--- src/logic/bakeryPkg.sv ---
// Bakery lock shared types

package bakeryPkg;

    // Program steps of one bakery process.
    // Four bits hold all eleven steps.
    typedef enum logic [3:0] {
        // Raise the choosing flag.
        stepIdle         = 4'd0,
        // Take a ticket one above the largest in use.
        stepDraw         = 4'd1,
        // Lower the choosing flag.
        stepChosen       = 4'd2,
        // Restart the peer scan at index zero.
        stepScanStart    = 4'd3,
        // Leave the scan once every peer was checked.
        stepScanTest     = 4'd4,
        // Spin while the peer is still choosing.
        stepWaitChoosing = 4'd5,
        // Spin while the peer holds a better ticket.
        stepWaitTicket   = 4'd6,
        // Step the scan index to the next peer.
        stepScanNext     = 4'd7,
        // Inside the critical section, held by pause.
        stepCritical     = 4'd8,
        // Give the ticket back.
        stepRelease      = 4'd9,
        // Idle, held by pause.
        stepRest         = 4'd10
    } bakeryStep_t;

endpackage

--- src/logic/ticketBus.sv ---
// Sequencer to ticket store bus

`timescale 1ns/100ps

interface ticketBus #(
    parameter int processCount = 3
);

    // Wide enough to hold the value processCount.
    localparam int indexWidth = $clog2(processCount + 1);

    // Process stepped on this edge.
    logic [indexWidth - 1:0] owner;
    // Single-cycle strobes, at most one per cycle.
    logic setChoosing;
    logic clearChoosing;
    logic drawTicket;
    logic dropTicket;
    // Peer being checked by the owner's scan.
    logic [indexWidth - 1:0] peerIndex;

    // Combinational replies about peerIndex.
    logic peerChoosing;
    logic peerAhead;

    modport sequencer (
        output owner,
        output setChoosing,
        output clearChoosing,
        output drawTicket,
        output dropTicket,
        output peerIndex,
        input  peerChoosing,
        input  peerAhead
    );

    modport store (
        input  owner,
        input  setChoosing,
        input  clearChoosing,
        input  drawTicket,
        input  dropTicket,
        input  peerIndex,
        output peerChoosing,
        output peerAhead
    );

endinterface

--- src/logic/ticketStore.sv ---
// Ticket and choosing flag store

`timescale 1ns/100ps

module ticketStore #(
    parameter int processCount = 3,
    parameter int ticketWidth  = 8
) (
    input  logic clock,
    input  logic reset,
    ticketBus.store bus,
    output logic [processCount - 1:0] choosingMask,
    output logic [processCount * ticketWidth - 1:0] tickets
);

    localparam int indexWidth = $clog2(processCount + 1);

    // One ticket per process, zero means no ticket held.
    logic [ticketWidth - 1:0] ticketArray [processCount];
    // One choosing flag per process.
    logic [processCount - 1:0] choosing;

    // Values read out for the owner and the peer.
    logic [ticketWidth - 1:0] ownerTicket;
    logic [ticketWidth - 1:0] peerTicket;
    logic                     peerFlag;
    logic                     peerValid;
    // Largest ticket currently held.
    logic [ticketWidth - 1:0] maxTicket;

    // Owner and peer lookup.
    // A scan index equal to processCount names no process.
    always_comb begin
        ownerTicket = '0;
        peerTicket  = '0;
        peerFlag    = 1'b0;
        for (int p = 0; p < processCount; p++) begin
            if (indexWidth'(p) == bus.owner) begin
                ownerTicket = ticketArray[p];
            end
            if (indexWidth'(p) == bus.peerIndex) begin
                peerTicket = ticketArray[p];
                peerFlag   = choosing[p];
            end
        end
    end

    assign peerValid = bus.peerIndex < indexWidth'(processCount);

    // Largest ticket over all processes.
    always_comb begin
        maxTicket = '0;
        for (int p = 0; p < processCount; p++) begin
            if (ticketArray[p] > maxTicket) begin
                maxTicket = ticketArray[p];
            end
        end
    end

    // Replies to the scanning owner.
    assign bus.peerChoosing = peerValid && peerFlag;

    // Peer wins with a lower ticket.
    // Equal tickets go to the lower index.
    assign bus.peerAhead = peerValid && (peerTicket != '0) &&
                           ((peerTicket < ownerTicket) ||
                            ((peerTicket == ownerTicket) && (bus.peerIndex < bus.owner)));

    // Only the owner's entries change.
    always_ff @(posedge clock) begin
        if (reset) begin
            choosing <= '0;
            for (int p = 0; p < processCount; p++) begin
                ticketArray[p] <= '0;
            end
        end else begin
            for (int p = 0; p < processCount; p++) begin
                if (indexWidth'(p) == bus.owner) begin
                    if (bus.setChoosing) begin
                        choosing[p] <= 1'b1;
                    end
                    if (bus.clearChoosing) begin
                        choosing[p] <= 1'b0;
                    end
                    // Wraps at the top value.
                    if (bus.drawTicket) begin
                        ticketArray[p] <= maxTicket + ticketWidth'(1);
                    end
                    if (bus.dropTicket) begin
                        ticketArray[p] <= '0;
                    end
                end
            end
        end
    end

    // Flat outputs, process 0 in the low bits.
    assign choosingMask = choosing;

    always_comb begin
        for (int p = 0; p < processCount; p++) begin
            tickets[p * ticketWidth +: ticketWidth] = ticketArray[p];
        end
    end

endmodule

--- src/logic/scanCounter.sv ---
// Per-process peer scan counter

`timescale 1ns/100ps

module scanCounter #(
    parameter int processCount = 3
) (
    input  logic clock,
    input  logic reset,
    input  logic [$clog2(processCount + 1) - 1:0] owner,
    input  logic clearScan,
    input  logic advanceScan,
    output logic [$clog2(processCount + 1) - 1:0] scanIndex,
    output logic scanDone
);

    localparam int indexWidth = $clog2(processCount + 1);

    // One scan index per process.
    // Runs from 0 up to processCount.
    logic [indexWidth - 1:0] indexArray [processCount];

    // Owner's index, read combinationally.
    always_comb begin
        scanIndex = '0;
        for (int p = 0; p < processCount; p++) begin
            if (indexWidth'(p) == owner) begin
                scanIndex = indexArray[p];
            end
        end
    end

    // Every peer, the owner included, was checked.
    assign scanDone = scanIndex == indexWidth'(processCount);

    always_ff @(posedge clock) begin
        if (reset) begin
            for (int p = 0; p < processCount; p++) begin
                indexArray[p] <= '0;
            end
        end else begin
            for (int p = 0; p < processCount; p++) begin
                if (indexWidth'(p) == owner) begin
                    // Clear wins, the two never meet anyway.
                    if (clearScan) begin
                        indexArray[p] <= '0;
                    end else if (advanceScan) begin
                        indexArray[p] <= indexArray[p] + indexWidth'(1);
                    end
                end
            end
        end
    end

endmodule

--- src/logic/processSequencer.sv ---
// Bakery process step sequencer

`timescale 1ns/100ps

module processSequencer #(
    parameter int processCount = 3
) (
    input  logic clock,
    input  logic reset,
    input  logic [$clog2(processCount + 1) - 1:0] select,
    input  logic pause,
    ticketBus.sequencer bus,
    input  logic [$clog2(processCount + 1) - 1:0] scanIndex,
    input  logic scanDone,
    output logic [$clog2(processCount + 1) - 1:0] owner,
    output logic clearScan,
    output logic advanceScan,
    output logic [processCount - 1:0] criticalMask
);

    import bakeryPkg::*;

    localparam int indexWidth = $clog2(processCount + 1);

    // Program step of every process.
    bakeryStep_t stepArray [processCount];
    // Owner's step now and after this edge.
    bakeryStep_t currentStep;
    bakeryStep_t nextStep;

    // Out-of-range select falls back to process 0.
    always_comb begin
        if (select >= indexWidth'(processCount)) begin
            owner = '0;
        end else begin
            owner = select;
        end
    end

    always_comb begin
        currentStep = stepIdle;
        for (int p = 0; p < processCount; p++) begin
            if (indexWidth'(p) == owner) begin
                currentStep = stepArray[p];
            end
        end
    end

    // Store and counter see the owner and its scan position.
    assign bus.owner     = owner;
    assign bus.peerIndex = scanIndex;

    // Strobes and next step of the owner.
    // A waiting step loops onto itself.
    always_comb begin
        bus.setChoosing   = 1'b0;
        bus.clearChoosing = 1'b0;
        bus.drawTicket    = 1'b0;
        bus.dropTicket    = 1'b0;
        clearScan         = 1'b0;
        advanceScan       = 1'b0;
        nextStep          = currentStep;
        case (currentStep)
            stepIdle: begin
                bus.setChoosing = 1'b1;
                nextStep        = stepDraw;
            end
            stepDraw: begin
                bus.drawTicket = 1'b1;
                nextStep       = stepChosen;
            end
            stepChosen: begin
                bus.clearChoosing = 1'b1;
                nextStep          = stepScanStart;
            end
            stepScanStart: begin
                clearScan = 1'b1;
                nextStep  = stepScanTest;
            end
            stepScanTest: begin
                nextStep = scanDone ? stepCritical : stepWaitChoosing;
            end
            stepWaitChoosing: begin
                nextStep = bus.peerChoosing ? stepWaitChoosing : stepWaitTicket;
            end
            stepWaitTicket: begin
                nextStep = bus.peerAhead ? stepWaitTicket : stepScanNext;
            end
            stepScanNext: begin
                advanceScan = 1'b1;
                nextStep    = stepScanTest;
            end
            stepCritical: begin
                nextStep = pause ? stepCritical : stepRelease;
            end
            stepRelease: begin
                bus.dropTicket = 1'b1;
                nextStep       = stepRest;
            end
            stepRest: begin
                nextStep = pause ? stepRest : stepIdle;
            end
            // Unused encodings recover to idle.
            default: begin
                nextStep = stepIdle;
            end
        endcase
    end

    // Only the owner moves on each edge.
    always_ff @(posedge clock) begin
        if (reset) begin
            for (int p = 0; p < processCount; p++) begin
                stepArray[p] <= stepIdle;
            end
        end else begin
            for (int p = 0; p < processCount; p++) begin
                if (indexWidth'(p) == owner) begin
                    stepArray[p] <= nextStep;
                end
            end
        end
    end

    // Decoded straight from the step registers.
    always_comb begin
        for (int p = 0; p < processCount; p++) begin
            criticalMask[p] = stepArray[p] == stepCritical;
        end
    end

endmodule

--- src/logic/bakeryArbiter.sv ---
// Bakery mutual exclusion arbiter

`timescale 1ns/100ps

module bakeryArbiter #(
    parameter int processCount = 3,
    parameter int ticketWidth  = 8
) (
    input  logic clock,
    input  logic reset,
    // Process to step on this edge.
    input  logic [$clog2(processCount + 1) - 1:0] select,
    // Holds a process in its critical or rest step.
    input  logic pause,
    output logic [processCount - 1:0] criticalMask,
    output logic [processCount - 1:0] choosingMask,
    output logic [processCount * ticketWidth - 1:0] tickets
);

    localparam int indexWidth = $clog2(processCount + 1);

    // Sequencer to counter wires.
    logic [indexWidth - 1:0] owner;
    logic                    clearScan;
    logic                    advanceScan;
    logic [indexWidth - 1:0] scanIndex;
    logic                    scanDone;

    ticketBus #(
        .processCount(processCount)
    ) bus ();

    processSequencer #(
        .processCount(processCount)
    ) sequencer (
        .clock       (clock),
        .reset       (reset),
        .select      (select),
        .pause       (pause),
        .bus         (bus.sequencer),
        .scanIndex   (scanIndex),
        .scanDone    (scanDone),
        .owner       (owner),
        .clearScan   (clearScan),
        .advanceScan (advanceScan),
        .criticalMask(criticalMask)
    );

    scanCounter #(
        .processCount(processCount)
    ) counter (
        .clock      (clock),
        .reset      (reset),
        .owner      (owner),
        .clearScan  (clearScan),
        .advanceScan(advanceScan),
        .scanIndex  (scanIndex),
        .scanDone   (scanDone)
    );

    ticketStore #(
        .processCount(processCount),
        .ticketWidth (ticketWidth)
    ) store (
        .clock       (clock),
        .reset       (reset),
        .bus         (bus.store),
        .choosingMask(choosingMask),
        .tickets     (tickets)
    );

endmodule

--- config.mk ---
export PLATFORM = sky130hd
export DESIGN_NAME = bakeryArbiter
export DESIGN_NICKNAME = d
export VERILOG_FILES = /design/src/logic/bakeryPkg.sv /design/src/logic/ticketBus.sv /design/src/logic/ticketStore.sv /design/src/logic/scanCounter.sv /design/src/logic/processSequencer.sv /design/src/logic/bakeryArbiter.sv
export SDC_FILE = /design/constraint.sdc
export NUM_CORES = 1
export LEC_CHECK = 0
export ABC_AREA = 1
export BUFFER_PORTS_ARGS = -buffer_cell sky130_fd_sc_hd__buf_2
export CAP_MARGIN = 5
export CORE_UTILIZATION = 25
export CTS_CLUSTER_SIZE = 40
export DETAILED_ROUTE_END_ITERATION = 7
export PLACE_DENSITY = 0.49
export SLEW_MARGIN = 15
export SYNTH_ARGS = -nofsm -noshare
export SYNTH_HDL_FRONTEND = slang
export SYNTH_SLANG_ARGS = --single-unit
export TNS_END_PERCENT = 20
--- constraint.sdc ---
create_clock -name clock -period 7.7 [get_ports clock]
set_clock_uncertainty 0.2 [all_clocks]
set_input_delay 0.385 -clock clock [delete_from_list [all_inputs] [get_ports clock]]
set_output_delay 0.385 -clock clock [all_outputs]
set_load 0.05 [all_outputs]
Word level (Yosys, flattened, before mapping)

Memories as Yosys holds them, arrays and structs flattened.
Index checks and enable logic that the tools add are counted.

Bits in registers: 3
Bits in latches: 0
Memory bits (writable): 42
Bits in read-only memories: 0
Input port bits: 5
Memories: 3

Add/subtract/negate cells: 4
Multipliers: 0
Divide/modulo/power cells: 0
Order comparisons: 7
Eq/ne operators: 19
Shifts and indexed selects: 0
Mux-type cells: 100
Bitwise gates (word level): 15
Reduce and logical (&&, ||, !) cells: 14

Memories:

| name                | depth | width | read ports | clocked after Yosys merged registers in | write ports | line                   | source |
|---|---|---|---|---|---|---|---|
| store.ticketArray   | 3     | 8     | 3          | 0                                       | 3           | ticketStore.sv:19      | `logic [ticketWidth - 1:0] ticketArray [processCount];` |
| sequencer.stepArray | 3     | 4     | 3          | 0                                       | 3           | processSequencer.sv:26 | `bakeryStep_t stepArray [processCount];` |
| counter.indexArray  | 3     | 2     | 3          | 0                                       | 3           | scanCounter.sv:21      | `logic [indexWidth - 1:0] indexArray [processCount];` |

Operators by type and width:

| kind                  | number |
|---|---|
| $mux W8               | 15 |
| $mux W1               | 65 |
| $pmux W4 S10          | 1 |
| $mux W4               | 8 |
| $eq A4 B4 Y1 const B  | 6 |
| $mux W2               | 11 |
| $eq A4 B3 Y1 const B  | 4 |
| $gt A8 B8 Y1          | 2 |
| $or A1 B1 Y1          | 15 |
| $add A8 B1 Y8 const B | 1 |
| $eq A4 B2 Y1 const B  | 2 |
| $eq A8 B8 Y1          | 1 |
| $gt A8 B1 Y1 const B  | 1 |
| $lt A8 B8 Y1          | 1 |
| $reduce_bool A8 Y1    | 1 |
| $add A2 B1 Y2 const B | 3 |
| $reduce_and A2 Y1     | 3 |
| $eq A1 B2 Y1 const A  | 2 |
| $eq A2 B2 Y1 const A  | 2 |
| $eq A4 B1 Y1 const B  | 1 |
| $logic_and A1 B1 Y1   | 4 |
| $logic_not A2 Y1      | 2 |
| $logic_not A4 Y1      | 1 |
| $eq A2 B2 Y1 const B  | 1 |
| 6 further kinds       | 6 |

Logic depth before layout (Yosys ltp)

Depth in word-level cells: 17
Depth in mapped cells: 30
Gate-level depth less buffers: 30

Hierarchy

From an unflattened synthesis, not the netlist that was laid out.

Cell total of the unflattened synthesis: 483
Area total of the unflattened synthesis: 3614.7 µm²

Modules (own cells, without submodules):

| module           | times used | cells each | area each (µm²) | sequential area each (µm²) |
|---|---|---|---|---|
| ticketStore      | 1          | 333        | 2414.8          | 700.7 |
| processSequencer | 1          | 111        | 843.3           | 360.3 |
| scanCounter      | 1          | 39         | 356.6           | 180.2 |

Least setup slack after synthesis

No wires, ideal clock.

Path kind: flip-flop to flip-flop
Start point: memory store.ticketArray[0][3]
End point: memory store.ticketArray[0][4], data pin
Library setup time: 0.260 ns
Arrival time: 3.450 ns
Slack: 3.790 ns
Cell stages (with the launch flop): 26
Buffers on the path: 1
Period minus slack after synthesis: 3.910 ns
Cells stage by stage: edfxtp_1 > inv_1 > ha_1 > nand2_1 > inv_1 > nand2_1 > nand2_1 > nand2_1 > nand2_2 > nand2_4 > o21ai_0 > ha_1 > a21oi_1 > o21a_1 > nand2_1 > nand2_1 > buf_2 > nand2_1 > o21ai_1 > inv_1 > ha_1 > nand2_1 > nor2_1 > xor2_1 > inv_1 > nor2_1

RTL lines:

| item               | line |
|---|---|
| start: declaration | ticketStore.sv:19 |

==> metrics.md <==
| Metric | Value |
|---|---|
| CTS tree | `built` |
| Final instance area | `~0.0041 sq mm` |
| Setup Buffers After CTS | `0` |
| Async SR Flop Fraction | `0` |
| GR Layer Usage met3 | `0.01786` |
| Dpl ws | `3646 ps` |
| Pwr Density | `210.0 mW/mm^2` |
| Max-Cap Viols | `0` |
| Status | `complete, no violations` |
| #FFs+latches synth | `45` |
| Setup CP Type | `reg -> reg` |
| GPL Wtd Cong | `0.8885` |
| Root Driver | `clkbuf_16` |
| Most Crowded Layer GR | `met2` |
| Yosys top cell by area | `edfxtp_1` |
| Critical Path AT | `between 3000 and 4000 ps` |
| Highest clock rate | `between 0.2 and 0.25 GHz` |
| Area contributors post-synth | `edfxtp_1 (29%), nand2_1 (13%), ha_1 (9.9%)` |
| Die area | `between 0.01 and 0.015 sq mm` |
| RSZ-0062 raised after global routing | `false` |
| CORE AREA | `approximately 0.014 sq mm` |
| Crit path largest cell delay | `around 520 ps` |
| Mapped Cells | `between 400 and 500` |
| Total Wirelength | `~11000 um` |
| FP Rows | `43` |
| Leakage power | `between 0.0015 and 0.002 uW` |
| Worst-Margin Slew | `roughly 520 ps` |
| Final Core Density | `0.2937` |
| First DRT Iteration DRCs | `148` |
| Vias in the first global route | `~3200` |
| # setup viols final | `0` |
| Slew margin rel. | `0.6492` |
| Final setup margin | `~3600 ps` |
| Largest net degree at the start of global routing | `29` |
| CTS Buffer Depth | `2` |
| Post-synth top area share | `0.2871` |
| Synth warnings | `0` |
| Inserted Clock Buffers | `5` |
| Initial antenna violation count | `0` |
| Die Ht | `roughly 120 um` |
| EDFF count, synth | `34` |
| Required time worst endpoint | `7540 ps` |
| Worst path cell trace | `ha_1 > nand2_1 > nor2_2 > nand4_2 > nand2_4 > nand2_1 > o21ai_0 > ha_1 > a21oi_1 > o21a_1 > nand2_1 > nand2_1 > nand2_1 > o21ai_1 > inv_1 > ha_1 > nand2_1 > nor2_1 > xor2_1 > inv_1 > nor2_1` |
| Sink Count | `between 40 and 50` |
| GRT overflow | `0` |
| Mapped Avg Cell Area | `around 7.5 sq um` |
| CP top delay family | `simple AND/OR/NAND/NOR gates` |
| Crit path max fanout | `11` |
| Post_cts resized | `0` |
| Nets | `between 500 and 600` |
| DRC viols | `0` |
| DR pass1 iterations | `4` |
| Worst skew pair latency | `around 290 ps` |
| Layout cell share with drive strength beyond 1 | `0.1552` |
| Area Growth Syn to Fin | `14.64%` |
| Cell Area, Synth | `approximately 0.0036 sq mm` |
| Most used DFF post-synth | `edfxtp_1` |
| Endpoints failing hold | `0` |
| Critical path startpoint category | `register` |
| Die X | `approximately 120 um` |
| Syn nets | `approximately 500` |
| Worst setup EP type | `register` |
| H-tree levels | `2` |
| Reg clk slew, reported paths | `roughly 60 ps` |
| Detailed-route via count | `between 3000 and 4000` |
| Worst vdd ir | `about 0.000086 V` |
| CP bufs+invs | `2` |
| Setup TNS | `0 ps` |
| Total track usage | `0.1534` |
| CP dominant cell by count | `nand2_1` |
| Buffers on Ports | `34` |
| Final ANT Viol Nets | `0` |
| Met1 Use GR | `0.2122` |
| Starting density of the core | `0.2562` |
| Number of antenna repair diodes | `0` |
| Sequential fraction of the synthesis area | `0.3490` |
| Top-Level Pins | `35` |
| Post-synth cell types | `47` |
| Count of final max-slew check failures | `0` |
| Met2 Use GR | `0.2486` |
| DP HPWL | `between 8000 and 9000 um` |
| Average wire per standard cell | `between 15 and 20 um` |
| CTS Hold Bufs | `0` |
| Final cycle utilization of the critical path | `0.5320` |
| Clock period minus worst slack | `~4100 ps` |
| Hold Crit Class | `reg -> reg` |
| Post-DR vias/cell | `roughly 4.6` |
| Slowest CP cell | `edfxtp_1` |
| Area post-placement | `approximately 0.0039 sq mm` |
| Global-route wire length before repair | `17230 um` |
==> worst register-to-register path, delay by kind of cell (launching register included) <==
kind	cells	cell delay [ps]
AOI/OAI and AO/OA	4	560
adders and majority gates	3	930
xor gates and xnor gates	1	150
buffers and inverters	2	210
DFF	1	520
and+or+nand+nor	11	1290
==> registers in the layout (all words and copies together), names as in the netlist <==
register             cells
counter.indexArray       6
sequencer.stepArray     12
store.choosingMask       3
store.ticketArray       24
==> power breakdown <==
part / internal, uW / total, uW / leakage [uW] / switching (uW)
clock: 153 / 242 / 0.0000808 / 89.5
combinational: 89.0 / 309 / 0.00138 / 220
sequential: 286 / 305 / 0.000446 / 18.8
total: 528 / 856 / 0.00190 / 328
==> cells in the mapped netlist, drive strengths merged, types with 3 or more instances <==
master,n
a21oi,26
nand3,26
nor2,67
xnor2,3
edfxtp,34
o21ai,32
xor2,3
dfxtp,11
nor4,4
clkbuf,4
o22ai,4
a31oi,3
o211ai,3
inv,73
o221ai,6
nand2,124
buf,4
ha,28
==> per-layer routing <==
| metal | vias up | share of wire |
|---|---|---|
| li1 | 1635 | - |
| met1 | 1450 | 0.48 |
| met2 | 78 | 0.46 |
| met3 | 10 | 0.047 |
| met4 | 0 | 0.012 |
| met5 | - | 0 |
==> path summary, 6_finish.rpt <==
kind | from | endpoint | slack, ps | cells after the start
hold reg to reg | store.choosingMask[2] | store.choosingMask[2] | 300 | 2
setup / recovery | store.ticketArray[1][7] | store.ticketArray[0][4] | 3600 | 21
hold / removal | store.choosingMask[2] | store.choosingMask[2] | 300 | 2
setup reg to reg | store.ticketArray[1][7] | store.ticketArray[0][4] | 3600 | 21
==> cell type report <==
class                           instances  area, sq um
Clock buffer                            6        128.9
Clock inverter                          2        35.03
Fill cell                            1558         9804
Inverter                               74        280.3
Multi-Input combinational cell        346         1981
Sequential cell                        45         1241
Tap cell                              180        225.2
Timing Repair Buffer                   36        185.2
==> placed cells by master, fill, tap and decap left out, types with 3 or more instances in the layout <==
cell / instances
nor2_2: 7
ha_1: 28
inv_2: 8
xor2_1: 3
nor2_1: 54
inv_1: 64
xnor2_1: 3
edfxtp_1: 34
nor4_1: 4
o21ai_0: 26
dfxtp_1: 11
nand2_1: 121
a31oi_1: 3
nand3_1: 26
buf_2: 34
nor2_4: 4
clkbuf_16: 5
a21oi_1: 24
o221ai_1: 6
o21ai_1: 3
==> through the flow <==
stage                     power (uW)  cells  hold slack (ps)
after floorplan                539.6    473            359.5
after global placement         618.4    681            289.9
after detailed placement       618.7    681            295.9
after CTS                      864.2    689            305.3
after global routing           912.2    689            334.1
final                          856.0    689            301.1
==> cell families after synthesis <==
| family | synth area share |
|---|---|
| AOI/OAI and AO/OA | 0.1566 |
| xor gates and xnor gates | 0.01478 |
| adders and majority gates | 0.09852 |
| buffers and inverters | 0.09394 |
| DFF | 0.3490 |
| and+or+nand+nor | 0.2871 |
No activity file was read; power rests on OpenSTA's default activity.
